### src/rtl/i2s_cfg_pkg.sv
// I2S configuration register definitions
package i2s_cfg_pkg;

    ////////////////////////////////////////////////////////////
    // Widths
    ////////////////////////////////////////////////////////////
    localparam int unsigned L2_AWIDTH    = 12;
    localparam int unsigned TRANS_SIZE   = 16;
    localparam int unsigned REG_ADDR_W   = 5;
    localparam int unsigned CHAN_LOCAL_W = 2;

    // Register word addresses
    localparam logic [REG_ADDR_W-1:0] ADDR_RX_SADDR  = 5'd0;
    localparam logic [REG_ADDR_W-1:0] ADDR_RX_SIZE   = 5'd1;
    localparam logic [REG_ADDR_W-1:0] ADDR_RX_CFG    = 5'd2;
    localparam logic [REG_ADDR_W-1:0] ADDR_TX_SADDR  = 5'd4;
    localparam logic [REG_ADDR_W-1:0] ADDR_TX_SIZE   = 5'd5;
    localparam logic [REG_ADDR_W-1:0] ADDR_TX_CFG    = 5'd6;
    localparam logic [REG_ADDR_W-1:0] ADDR_CLK_SETUP = 5'd8;
    localparam logic [REG_ADDR_W-1:0] ADDR_SLV_SETUP = 5'd9;
    localparam logic [REG_ADDR_W-1:0] ADDR_MST_SETUP = 5'd10;

    // Local register index inside a channel
    localparam logic [CHAN_LOCAL_W-1:0] LIDX_SADDR = 2'd0;
    localparam logic [CHAN_LOCAL_W-1:0] LIDX_SIZE  = 2'd1;
    localparam logic [CHAN_LOCAL_W-1:0] LIDX_CFG   = 2'd2;

    // Audio setup select
    localparam logic [1:0] SETUP_SEL_CLK = 2'd0;
    localparam logic [1:0] SETUP_SEL_SLV = 2'd1;
    localparam logic [1:0] SETUP_SEL_MST = 2'd2;

    localparam logic [1:0] DATASIZE_RST = 2'd2;

    // Channel config bit positions
    localparam int unsigned CFG_CLR_BIT   = 6;
    localparam int unsigned CFG_PEND_BIT  = 5;
    localparam int unsigned CFG_EN_BIT    = 4;
    localparam int unsigned CFG_DSIZE_LSB = 1;
    localparam int unsigned CFG_CONT_BIT  = 0;

    ////////////////////////////////////////////////////////////
    // Structs
    ////////////////////////////////////////////////////////////
    typedef struct packed {
        logic                  valid;
        logic                  rwn;
        logic [REG_ADDR_W-1:0] addr;
        logic [31:0]           data;
    } cfg_req_t;

    typedef struct packed {
        logic [L2_AWIDTH-1:0]  startaddr;
        logic [TRANS_SIZE-1:0] size;
        logic [1:0]            datasize;
        logic                  continuous;
        logic                  en;
        logic                  clr;
    } chan_cfg_t;

    typedef struct packed {
        logic                  en;
        logic                  pending;
        logic [L2_AWIDTH-1:0]  curr_addr;
        logic [TRANS_SIZE-1:0] bytes_left;
    } chan_status_t;

    typedef struct packed {
        logic       en;
        logic       lsb_first;
        logic       two_ch;
        logic [4:0] bits_word;
        logic [3:0] words;
    } i2s_setup_t;

    // Dividers are common byte over own byte
    typedef struct packed {
        logic        master_sel_num;
        logic        master_sel_ext;
        logic        slave_sel_num;
        logic        slave_sel_ext;
        logic        master_clk_en;
        logic        slave_clk_en;
        logic [15:0] master_gen_clk_div;
        logic [15:0] slave_gen_clk_div;
    } clk_setup_t;

endpackage

### src/rtl/udma_chan_regs.sv
// uDMA channel registers
`timescale 1ns/1ps

module udma_chan_regs (
    input  logic                                 clk_i,
    input  logic                                 rstn_i,
    input  logic                                 we_i,
    input  logic [i2s_cfg_pkg::CHAN_LOCAL_W-1:0] local_idx_i,
    input  logic [31:0]                          wdata_i,
    input  i2s_cfg_pkg::chan_status_t            status_i,
    output i2s_cfg_pkg::chan_cfg_t               cfg_o,
    output logic [31:0]                          rdata_o
);

    i2s_cfg_pkg::chan_cfg_t r_cfg;
    logic                   cfg_we;
    logic                   en_set;
    logic                   clr_set;

    assign cfg_we  = we_i && (local_idx_i == i2s_cfg_pkg::LIDX_CFG);
    assign en_set  = cfg_we && wdata_i[i2s_cfg_pkg::CFG_EN_BIT];
    assign clr_set = cfg_we && wdata_i[i2s_cfg_pkg::CFG_CLR_BIT];

    assign cfg_o = r_cfg;

    always_ff @(posedge clk_i, negedge rstn_i)
    begin
        if (!rstn_i)
        begin
            r_cfg.startaddr  <= '0;
            r_cfg.size       <= '0;
            r_cfg.datasize   <= i2s_cfg_pkg::DATASIZE_RST;
            r_cfg.continuous <= 1'b0;
            r_cfg.en         <= 1'b0;
            r_cfg.clr        <= 1'b0;
        end
        else
        begin
            // Single-cycle pulses
            r_cfg.en  <= en_set;
            r_cfg.clr <= clr_set;

            if (we_i && (local_idx_i == i2s_cfg_pkg::LIDX_SADDR))
                r_cfg.startaddr <= wdata_i[i2s_cfg_pkg::L2_AWIDTH-1:0];
            if (we_i && (local_idx_i == i2s_cfg_pkg::LIDX_SIZE))
                r_cfg.size <= wdata_i[i2s_cfg_pkg::TRANS_SIZE-1:0];
            if (cfg_we)
            begin
                r_cfg.datasize   <= wdata_i[i2s_cfg_pkg::CFG_DSIZE_LSB +: 2];
                r_cfg.continuous <= wdata_i[i2s_cfg_pkg::CFG_CONT_BIT];
            end
        end
    end

    // Status readback from the DMA side
    always_comb
    begin
        rdata_o = '0;
        case (local_idx_i)
            i2s_cfg_pkg::LIDX_SADDR:
                rdata_o[i2s_cfg_pkg::L2_AWIDTH-1:0] = status_i.curr_addr;
            i2s_cfg_pkg::LIDX_SIZE:
                rdata_o[i2s_cfg_pkg::TRANS_SIZE-1:0] = status_i.bytes_left;
            i2s_cfg_pkg::LIDX_CFG:
            begin
                rdata_o[i2s_cfg_pkg::CFG_CLR_BIT]        = r_cfg.clr;
                rdata_o[i2s_cfg_pkg::CFG_PEND_BIT]       = status_i.pending;
                rdata_o[i2s_cfg_pkg::CFG_EN_BIT]         = status_i.en;
                rdata_o[i2s_cfg_pkg::CFG_DSIZE_LSB +: 2] = r_cfg.datasize;
                rdata_o[i2s_cfg_pkg::CFG_CONT_BIT]       = r_cfg.continuous;
            end
            default:
                rdata_o = '0;
        endcase
    end

    ////////////////////////////////////////////////////////////
    // Interface checks
    ////////////////////////////////////////////////////////////
    // Bus never strobes the unused local index
    a_we_idx: assert property (@(posedge clk_i) disable iff (!rstn_i)
        we_i |-> (local_idx_i <= i2s_cfg_pkg::LIDX_CFG));

endmodule

### src/rtl/i2s_audio_setup_regs.sv
// I2S clock and audio setup registers
`timescale 1ns/1ps

module i2s_audio_setup_regs (
    input  logic                    clk_i,
    input  logic                    rstn_i,
    input  logic                    we_i,
    input  logic [1:0]              setup_sel_i,
    input  logic [31:0]             wdata_i,
    output i2s_cfg_pkg::clk_setup_t clk_setup_o,
    output i2s_cfg_pkg::i2s_setup_t slave_setup_o,
    output i2s_cfg_pkg::i2s_setup_t master_setup_o,
    output logic [31:0]             rdata_o
);

    logic [3:0]              r_clk_sel;
    logic                    r_master_clk_en;
    logic                    r_slave_clk_en;
    logic [7:0]              r_common_div;
    logic [7:0]              r_slave_div;
    logic [7:0]              r_master_div;
    i2s_cfg_pkg::i2s_setup_t r_slave_setup;
    i2s_cfg_pkg::i2s_setup_t r_master_setup;

    // Same field layout for slave and master
    function automatic i2s_cfg_pkg::i2s_setup_t setup_from_word(input logic [31:0] w);
        i2s_cfg_pkg::i2s_setup_t s;
        s.en        = w[31];
        s.two_ch    = w[17];
        s.lsb_first = w[16];
        s.bits_word = w[12:8];
        s.words     = w[3:0];
        return s;
    endfunction

    function automatic logic [31:0] setup_to_word(input i2s_cfg_pkg::i2s_setup_t s);
        return {s.en, 13'h0, s.two_ch, s.lsb_first, 3'h0, s.bits_word, 4'h0, s.words};
    endfunction

    always_ff @(posedge clk_i, negedge rstn_i)
    begin
        if (!rstn_i)
        begin
            r_clk_sel       <= '0;
            r_master_clk_en <= 1'b0;
            r_slave_clk_en  <= 1'b0;
            r_common_div    <= '0;
            r_slave_div     <= '0;
            r_master_div    <= '0;
            r_slave_setup   <= '0;
            r_master_setup  <= '0;
        end
        else if (we_i)
        begin
            case (setup_sel_i)
                i2s_cfg_pkg::SETUP_SEL_CLK:
                begin
                    r_clk_sel       <= wdata_i[31:28];
                    r_master_clk_en <= wdata_i[25];
                    r_slave_clk_en  <= wdata_i[24];
                    r_common_div    <= wdata_i[23:16];
                    r_slave_div     <= wdata_i[15:8];
                    r_master_div    <= wdata_i[7:0];
                end
                i2s_cfg_pkg::SETUP_SEL_SLV: r_slave_setup  <= setup_from_word(wdata_i);
                i2s_cfg_pkg::SETUP_SEL_MST: r_master_setup <= setup_from_word(wdata_i);
                default: ;
            endcase
        end
    end

    assign clk_setup_o.master_sel_num     = r_clk_sel[3];
    assign clk_setup_o.master_sel_ext     = r_clk_sel[2];
    assign clk_setup_o.slave_sel_num      = r_clk_sel[1];
    assign clk_setup_o.slave_sel_ext      = r_clk_sel[0];
    assign clk_setup_o.master_clk_en      = r_master_clk_en;
    assign clk_setup_o.slave_clk_en       = r_slave_clk_en;
    assign clk_setup_o.master_gen_clk_div = {r_common_div, r_master_div};
    assign clk_setup_o.slave_gen_clk_div  = {r_common_div, r_slave_div};

    assign slave_setup_o  = r_slave_setup;
    assign master_setup_o = r_master_setup;

    always_comb
    begin
        case (setup_sel_i)
            i2s_cfg_pkg::SETUP_SEL_CLK:
                rdata_o = {r_clk_sel, 2'b00, r_master_clk_en, r_slave_clk_en,
                           r_common_div, r_slave_div, r_master_div};
            i2s_cfg_pkg::SETUP_SEL_SLV: rdata_o = setup_to_word(r_slave_setup);
            i2s_cfg_pkg::SETUP_SEL_MST: rdata_o = setup_to_word(r_master_setup);
            default:                    rdata_o = '0;
        endcase
    end

endmodule

### src/rtl/i2s_cfg_bus.sv
// Register bus decoder
`timescale 1ns/1ps

module i2s_cfg_bus (
    input  logic                                 clk_i,
    input  logic                                 rstn_i,
    input  i2s_cfg_pkg::cfg_req_t                cfg_req_i,
    output logic [31:0]                          cfg_data_o,
    output logic                                 cfg_ready_o,
    output logic                                 rx_we_o,
    output logic                                 tx_we_o,
    output logic                                 setup_we_o,
    output logic [i2s_cfg_pkg::CHAN_LOCAL_W-1:0] local_idx_o,
    output logic [1:0]                           setup_sel_o,
    output logic [31:0]                          wdata_o,
    input  logic [31:0]                          rx_rdata_i,
    input  logic [31:0]                          tx_rdata_i,
    input  logic [31:0]                          setup_rdata_i
);

    logic rx_hit;
    logic tx_hit;
    logic setup_hit;
    logic wr;
    logic rd;

    assign wr = cfg_req_i.valid && !cfg_req_i.rwn;
    assign rd = cfg_req_i.valid && cfg_req_i.rwn;

    // Full address decode lives here only
    always_comb
    begin
        rx_hit      = 1'b0;
        tx_hit      = 1'b0;
        setup_hit   = 1'b0;
        setup_sel_o = i2s_cfg_pkg::SETUP_SEL_CLK;
        case (cfg_req_i.addr)
            i2s_cfg_pkg::ADDR_RX_SADDR,
            i2s_cfg_pkg::ADDR_RX_SIZE,
            i2s_cfg_pkg::ADDR_RX_CFG:    rx_hit = 1'b1;
            i2s_cfg_pkg::ADDR_TX_SADDR,
            i2s_cfg_pkg::ADDR_TX_SIZE,
            i2s_cfg_pkg::ADDR_TX_CFG:    tx_hit = 1'b1;
            i2s_cfg_pkg::ADDR_CLK_SETUP: setup_hit = 1'b1;
            i2s_cfg_pkg::ADDR_SLV_SETUP:
            begin
                setup_hit   = 1'b1;
                setup_sel_o = i2s_cfg_pkg::SETUP_SEL_SLV;
            end
            i2s_cfg_pkg::ADDR_MST_SETUP:
            begin
                setup_hit   = 1'b1;
                setup_sel_o = i2s_cfg_pkg::SETUP_SEL_MST;
            end
            default: ;
        endcase
    end

    assign local_idx_o = cfg_req_i.addr[i2s_cfg_pkg::CHAN_LOCAL_W-1:0];
    assign wdata_o     = cfg_req_i.data;
    assign rx_we_o     = wr && rx_hit;
    assign tx_we_o     = wr && tx_hit;
    assign setup_we_o  = wr && setup_hit;
    assign cfg_ready_o = 1'b1;

    // Zero when idle or unmapped
    assign cfg_data_o = !rd      ? 32'h0 :
                        rx_hit    ? rx_rdata_i :
                        tx_hit    ? tx_rdata_i :
                        setup_hit ? setup_rdata_i : 32'h0;

    a_addr_known: assert property (@(posedge clk_i) disable iff (!rstn_i)
        cfg_req_i.valid |-> !$isunknown(cfg_req_i.addr));

endmodule

### src/rtl/i2s_reg_if.sv
// I2S configuration register block
`timescale 1ns/1ps

module i2s_reg_if (
    input  logic                      clk_i,
    input  logic                      rstn_i,
    input  i2s_cfg_pkg::cfg_req_t     cfg_req_i,
    output logic [31:0]               cfg_data_o,
    output logic                      cfg_ready_o,
    output i2s_cfg_pkg::chan_cfg_t    rx_cfg_o,
    output i2s_cfg_pkg::chan_cfg_t    tx_cfg_o,
    input  i2s_cfg_pkg::chan_status_t rx_status_i,
    input  i2s_cfg_pkg::chan_status_t tx_status_i,
    output i2s_cfg_pkg::clk_setup_t   clk_setup_o,
    output i2s_cfg_pkg::i2s_setup_t   slave_setup_o,
    output i2s_cfg_pkg::i2s_setup_t   master_setup_o
);

    logic                                 rx_we;
    logic                                 tx_we;
    logic                                 setup_we;
    logic [i2s_cfg_pkg::CHAN_LOCAL_W-1:0] local_idx;
    logic [1:0]                           setup_sel;
    logic [31:0]                          wdata;
    logic [31:0]                          rx_rdata;
    logic [31:0]                          tx_rdata;
    logic [31:0]                          setup_rdata;

    i2s_cfg_bus u_bus (
        .clk_i         (clk_i),
        .rstn_i        (rstn_i),
        .cfg_req_i     (cfg_req_i),
        .cfg_data_o    (cfg_data_o),
        .cfg_ready_o   (cfg_ready_o),
        .rx_we_o       (rx_we),
        .tx_we_o       (tx_we),
        .setup_we_o    (setup_we),
        .local_idx_o   (local_idx),
        .setup_sel_o   (setup_sel),
        .wdata_o       (wdata),
        .rx_rdata_i    (rx_rdata),
        .tx_rdata_i    (tx_rdata),
        .setup_rdata_i (setup_rdata)
    );

    ////////////////////////////////////////////////////////////
    // DMA channels
    ////////////////////////////////////////////////////////////
    udma_chan_regs u_rx_regs (
        .clk_i       (clk_i),
        .rstn_i      (rstn_i),
        .we_i        (rx_we),
        .local_idx_i (local_idx),
        .wdata_i     (wdata),
        .status_i    (rx_status_i),
        .cfg_o       (rx_cfg_o),
        .rdata_o     (rx_rdata)
    );

    udma_chan_regs u_tx_regs (
        .clk_i       (clk_i),
        .rstn_i      (rstn_i),
        .we_i        (tx_we),
        .local_idx_i (local_idx),
        .wdata_i     (wdata),
        .status_i    (tx_status_i),
        .cfg_o       (tx_cfg_o),
        .rdata_o     (tx_rdata)
    );

    // Clock and I2S setup
    i2s_audio_setup_regs u_setup_regs (
        .clk_i          (clk_i),
        .rstn_i         (rstn_i),
        .we_i           (setup_we),
        .setup_sel_i    (setup_sel),
        .wdata_i        (wdata),
        .clk_setup_o    (clk_setup_o),
        .slave_setup_o  (slave_setup_o),
        .master_setup_o (master_setup_o),
        .rdata_o        (setup_rdata)
    );

endmodule

### config.mk
export PLATFORM = sky130hd
export DESIGN_NAME = i2s_reg_if
export DESIGN_NICKNAME = d
export VERILOG_FILES = /design/src/rtl/i2s_cfg_pkg.sv /design/src/rtl/udma_chan_regs.sv /design/src/rtl/i2s_audio_setup_regs.sv /design/src/rtl/i2s_cfg_bus.sv /design/src/rtl/i2s_reg_if.sv
export SDC_FILE = /design/constraint.sdc
export NUM_CORES = 1
export LEC_CHECK = 0
export BUFFER_PORTS_ARGS = -buffer_cell sky130_fd_sc_hd__buf_4
export CAP_MARGIN = 20
export CORE_ASPECT_RATIO = 1.1
export CORE_MARGIN = 3
export CORE_UTILIZATION = 48
export CTS_CLUSTER_SIZE = 25
export DETAILED_ROUTE_END_ITERATION = 8
export HOLD_SLACK_MARGIN = 0.15
export PLACE_DENSITY = 0.81
export SYNTH_ARGS = -nofsm -noshare
export SYNTH_HDL_FRONTEND = slang
export SYNTH_SLANG_ARGS = --single-unit
export TNS_END_PERCENT = 1
### constraint.sdc
create_clock -name clk_i -period 1.5 [get_ports clk_i]
set_clock_uncertainty 0.05 [all_clocks]
set_input_delay 0.075 -clock clk_i [delete_from_list [all_inputs] [get_ports clk_i]]
set_output_delay 0.075 -clock clk_i [all_outputs]
set_load 0.03 [all_outputs]
Word level (Yosys, flattened, before mapping):

Index checks and enable logic that the tools add are counted.

* multiplexer cells: 19
* equality and inequality tests: 12
* reductions and logical operators: 25

Operator list (number)
* $mux 32: 4
* $pmux 32 s3: 1
* $pmux 3 s3: 4
* $pmux 5 s2: 2
* $eq 5x3->1 const B: 3
* $eq 5x4->1 const B: 3
* $logic_and 1x1->1: 15
* $reduce_or 3->1: 3
* $mux 4: 2
* $reduce_and 2->1: 3
* $eq 5x1->1 const B: 1
* $eq 5x2->1 const B: 1
* $logic_not 5->1: 1
* $eq 2x1->1 const B: 2
* $eq 2x2->1 const B: 2
* $logic_not 2->1: 2
* $pmux 1 s2: 2
* $pmux 2 s2: 1
* $mux 1: 3
* $logic_not 1->1: 1

* output and inout port bits: 161
* word-level logic and storage cells: 84
* register bits: 120
* input port bits: 101

Depth between registers and ports, before layout:

* word-level depth: 8
* depth in mapped cells: 7
* mapped depth without buffers: 4

By module:

From an unflattened synthesis, not the netlist that was laid out.

* cell total of the unflattened synthesis: 621
* area total of the unflattened synthesis: 7140.6 um2

By module, submodules not included
* udma_chan_regs: cells an instance 124, times used 2, seq. area each 827.0 um2, area an instance 1685.4 um2
* i2s_audio_setup_regs: cells an instance 179, times used 1, seq. area each 1351.3 um2, area an instance 2512.4 um2
* i2s_cfg_bus: cells an instance 194, times used 1, seq. area each 0.0 um2, area an instance 1257.5 um2

Worst setup path before layout:

OpenSTA, ideal clock, no wires.

* kind: in2out
* from: input port cfg_req_i[32] (netlist bit)
* to: output port cfg_data_o[3]
* arrival: 1760 ps
* required time: 1375 ps
* path buffers: 3
* path slack: -385 ps
* stages: 6
* cells stage by stage: buf_6 -> buf_4 -> buf_2 -> a21oi_1 -> a22oi_1 -> nor4_1

* cells in the longest elaborated chain, start to end: 8
* elaborated cells on any way between the ends: 28
* classes of those cells: eq/ne: 11; mux: 11; reduce/logical: 6

Ends and longest elaborated chain
* start: declaration: RTL line i2s_reg_if.sv:7 `input i2s_cfg_pkg::cfg_req_t cfg_req_i,`
* $eq 5x4->1: RTL line i2s_cfg_bus.sv:37 `case (cfg_req_i.addr)`
* $pmux 2 s2: RTL line i2s_cfg_bus.sv:37
* $eq 2x2->1 (tied with other cells): RTL line i2s_audio_setup_regs.sv:86 `case (setup_sel_i)`
* $pmux 32 s3: RTL line i2s_audio_setup_regs.sv:86
* $mux 32: RTL line i2s_cfg_bus.sv:70 `setup_hit ? setup_rdata_i : 32'h0;`
* $mux 32: RTL line i2s_cfg_bus.sv:69 `tx_hit ? tx_rdata_i :`
* $mux 32 (*): RTL line i2s_cfg_bus.sv:68 `rx_hit ? rx_rdata_i :`
* $mux 32 (*): RTL line i2s_cfg_bus.sv:67 `assign cfg_data_o = !rd ? 32'h0 :`
* end: declaration: RTL line i2s_reg_if.sv:8 `output logic [31:0] cfg_data_o,`

Every way passes the cells marked *; elsewhere a longest branch is shown, timed or not.

Worst setup path in the final report:

* from: register u_setup_regs.r_master_div[0]
* to: output port cfg_data_o[0]

* cells in the longest elaborated chain, start to end: 5

Ends and longest elaborated chain
* start: declaration: RTL line i2s_audio_setup_regs.sv:21 `logic [7:0] r_master_div;`
* start signal: assignment: RTL line i2s_audio_setup_regs.sv:63 `r_master_div <= wdata_i[7:0];`
* $pmux 32 s3: RTL line i2s_audio_setup_regs.sv:86
* $mux 32: RTL line i2s_cfg_bus.sv:70
* $mux 32: RTL line i2s_cfg_bus.sv:69
* $mux 32: RTL line i2s_cfg_bus.sv:68
* $mux 32: RTL line i2s_cfg_bus.sv:67

Every way passes these cells.

==> impl_metrics.tcl <==
set metrics [dict create \
    core_area_um2 12200 \
    drt-wirelength-per-cell_um 21.6 \
    maxSlewHeadroom_pct 62.0 \
    port_buffers 256 \
    die-width_um 113 \
    setup_viol 23 \
    timing.final.ws_setup_ps -224 \
    drtIter0Drc 336 \
    p_comb_share_pct 26.3 \
    cts_buffers 17 \
    yosysTopAreaCellShare_pct 48.5 \
    start_util_pct 49.7 \
    synthCells 503 \
    clock-sinks 120 \
    ys_ff_latch 120 \
    vias 5464 \
    cp_max_fo 2 \
    grt_max_degree 66 \
    vdd_drop_max_mv 0.933 \
    fin_crit_sh_pct 115 \
    hold_violations 0 \
    nNetsFinal 922 \
    hold_path.class "input port to async pin" \
    path_class "flop to output port" \
    place_area_um2 8450 \
    switchingPower_mw 3.65 \
    ant_nets 0 \
    area_growth_pct 57.8 \
    grt_overflow_total 0 \
    antenna_cells 0 \
    yosysWarnings 0 \
    timing.reg2reg.setup_slack_ps 520 \
    grt_pass1_wl_mm 32.1 \
    synth_cell_types 52 \
    grt_pass1_vias 5720 \
    fin_crit_ps 1720 \
    drive_above_1_share_pct 61.4 \
    grtUsageTotal_pct 30.0 \
    routed_via_density 5.53 \
    max_freq_mhz 580 \
    p_leak_nw 4.93 \
    max-cap-violations 0 \
    io_pins 262 \
    synth_area_leaders "dfrtp_1 48%, mux2_2 19%, mux2_4 4.9%" \
    status "complete, but fails checks" \
    reg2reg_depth 2 \
    die-area_um2 14100 \
    setup_tns_ps -1850 \
    netlist_area_um2 6090 \
    pwr-share-seq_pct 34.7 \
    rows 42 \
    clockRootBuffer "clkbuf_16" \
    worst_slew_pin_slew_ps 569 \
    cp-start-kind "flop" \
    clk_latency_ps 410 \
    globalplace.congestion 0.838 \
    cts_max_path_buffers 2 \
    drt_first_pass_iters 5 \
    slew_viol_final 0 \
    p_int_mw 7.78 \
    die_h_um 124 \
    hpwl_mm 15.1 \
    arrival_ps 1600 \
    power.density_nw_per_um2 1190 \
    final_cell_area_um2 9610 \
    critical-path-slowest-cell "dfrtp_1" \
    synth_edf_count 0 \
    reg2reg_to "u_setup_regs.slave_setup_o[8]" \
    violations "negative setup slack" \
    synthFlopType "dfrtp_1" \
    antenna_found_initial 0 \
    p_clk_share_pct 39.1 \
    htreeDepth 4 \
    synthArstFlopShare_pct 100 \
    yosysSeqAreaShare_pct 49.3 \
    pre_cts_slack_ps -195 \
    post_synth.cell_area_avg_um2 12.1 \
    reg2reg_from "u_setup_regs.slave_setup_o[8]" \
    yosysTopAreaCell "dfrtp_1" \
    cpPeakStageDelay_ps 360 \
    path_cells "mux2i_1, o2bb2ai_1, nand2_1, a221oi_2, buf_4" \
    clk_pin_slew_ps 60 \
    required_ps 1370 \
    cp-end-kind "output port" \
    rsz0062_at_grt "yes" \
    tritoncts "yes" \
    wirelength_mm 21.3 \
    hold_ws_ps 145 \
    swShare_pct 31.9 \
    drc 0 \
]
==> sequential cells by signal (all words and copies together) (netlist names) <==
signal,count
u_setup_regs.r_master_clk_en,1
u_setup_regs.slave_setup_o,12
u_setup_regs.master_setup_o,12
u_setup_regs.r_master_div,8
u_setup_regs.r_slave_clk_en,1
u_tx_regs.cfg_o,33
u_setup_regs.r_slave_div,8
u_setup_regs.r_clk_sel,4
u_setup_regs.r_common_div,8
u_rx_regs.cfg_o,33
==> cell usage after synthesis (2+ instances only) <==
| cell type | count |
|---|---|
| mux2i_1 | 17 |
| o221a_2 | 2 |
| a21oi_1 | 24 |
| buf_6 | 5 |
| dfrtp_1 | 118 |
| nand2b_1 | 6 |
| o21bai_1 | 4 |
| nor2b_1 | 2 |
| nor4_1 | 4 |
| buf_4 | 17 |
| a31oi_1 | 4 |
| mux2_4 | 20 |
| inv_1 | 4 |
| buf_2 | 14 |
| mux2_2 | 103 |
| dfstp_2 | 2 |
| and2_1 | 15 |
| a22oi_1 | 3 |
| a2111oi_0 | 2 |
| o2bb2ai_1 | 2 |
| buf_1 | 2 |
| conb_1 | 2 |
| nand3b_1 | 6 |
| and3_1 | 2 |
| nand3_1 | 2 |
| nor2_1 | 21 |
| clkbuf_1 | 7 |
| a31o_2 | 3 |
| nand4bb_1 | 2 |
| a221oi_1 | 9 |
| o21ai_0 | 16 |
| nand2_1 | 43 |
==> repair_timing <==
| action | CTS | global route |
|---|---|---|
| gates resized for setup | 31 | 22 |
| hold buffers | 31 | 0 |
| hold endpoints to repair | 240 | 0 |
| endpoints found under the setup margin | 27 | 29 |
| setup buffers | 4 | 0 |
| pin swaps | 12 | 4 |
==> how the worst max path moves through the flow <==
| stage | slack, ps | startpoint | endpoint | depth (start not counted) |
|---|---|---|---|---|
| after floorplan | -200 | cfg_req_i[35] | cfg_data_o[14] | 5 |
| after global placement | -170 | cfg_req_i[33] | cfg_data_o[6] | 7 |
| after detailed placement | -190 | cfg_req_i[33] | cfg_data_o[6] | 7 |
| after CTS | -210 | u_tx_regs.cfg_o[0] | cfg_data_o[6] | 4 |
| after global routing | -320 | u_setup_regs.master_setup_o[3] | cfg_data_o[3] | 5 |
| final | -220 | u_setup_regs.r_master_div[0] | cfg_data_o[0] | 5 |
==> area by class of cell <==
cell class                      count  area [µm²]
Sequential cell                   120        3010
Multi-Input combinational cell    334        2910
Timing Repair Buffer              343        2840
Fill cell                         739        2630
Clock buffer                       17         425
Clock inverter                     15         216
Tap cell                          154         193
Inverter                            5        23.8
==> kinds of logic (layout without fill, tap and decap cells) <==
| family | Yosys count | in the layout | share of synthesized area (%) |
|---|---|---|---|
| buffers and inverters | 50 | 380 | 5.03 |
| flip-flops | 120 | 120 | 49.3 |
| AND/OR/NAND/NOR | 115 | 115 | 10.3 |
| AO/OA/AOI/OAI | 75 | 75 | 8.30 |
| other | 2 | 3 | 0.123 |
| multiplexers | 141 | 141 | 27.0 |
==> power groups by stage <==
stage	Combinational (mW)	Sequential, mW	Clock, mW
after floorplan	0.844	4.72	0
after global placement	2.80	3.97	0
after detailed placement	2.86	4.00	0
after CTS	2.99	3.95	4.47
after global routing	3.15	4.01	4.66
final	3.00	3.97	4.47
==> stage by stage <==
step	utilization, %	instances	total power, mW
final	78.5	988	11.4
after CTS	78.0	988	11.4
after floorplan	-	504	5.56
after global routing	78.5	988	11.8
after global placement	69.0	921	6.77
after detailed placement	69.0	921	6.86
==> layout by cell type, fill, tap and decap left out, types with 8 or more instances in the layout <==
| master | instances |
|---|---|
| buf_6 | 17 |
| mux2_2 | 103 |
| nand2_1 | 43 |
| buf_12 | 9 |
| mux2i_1 | 16 |
| clkbuf_16 | 17 |
| dlygate4sd3_1 | 31 |
| nor2_1 | 21 |
| and2_4 | 9 |
| o21ai_0 | 12 |
| dfrtp_1 | 118 |
| a21oi_1 | 23 |
| buf_4 | 284 |
| a221oi_2 | 8 |
| mux2_4 | 20 |
==> critical path, delay by kind of cell (launching register included) <==
kind                   cells  cell delay [ps]
AOI/OAI and AO/OA          2              430
DFF                        1              360
buffers and inverters      1              200
muxes                      1               80
and+or+nand+nor            1              110
==> routing by layer <==
metal / vias up / share of wire [%] / wire (µm) / global-route usage (%)
li1: 2414 / - / - / -
met5: - / 0 / 0 / 0
met4: 0 / 3.1 / 663 / 12.4
met1: 2766 / 38 / 8190 / 35.7
met3: 45 / 5.9 / 1260 / 6.03
met2: 239 / 53 / 11200 / 53.1
Note: power is estimated with default switching activity, not from simulation.
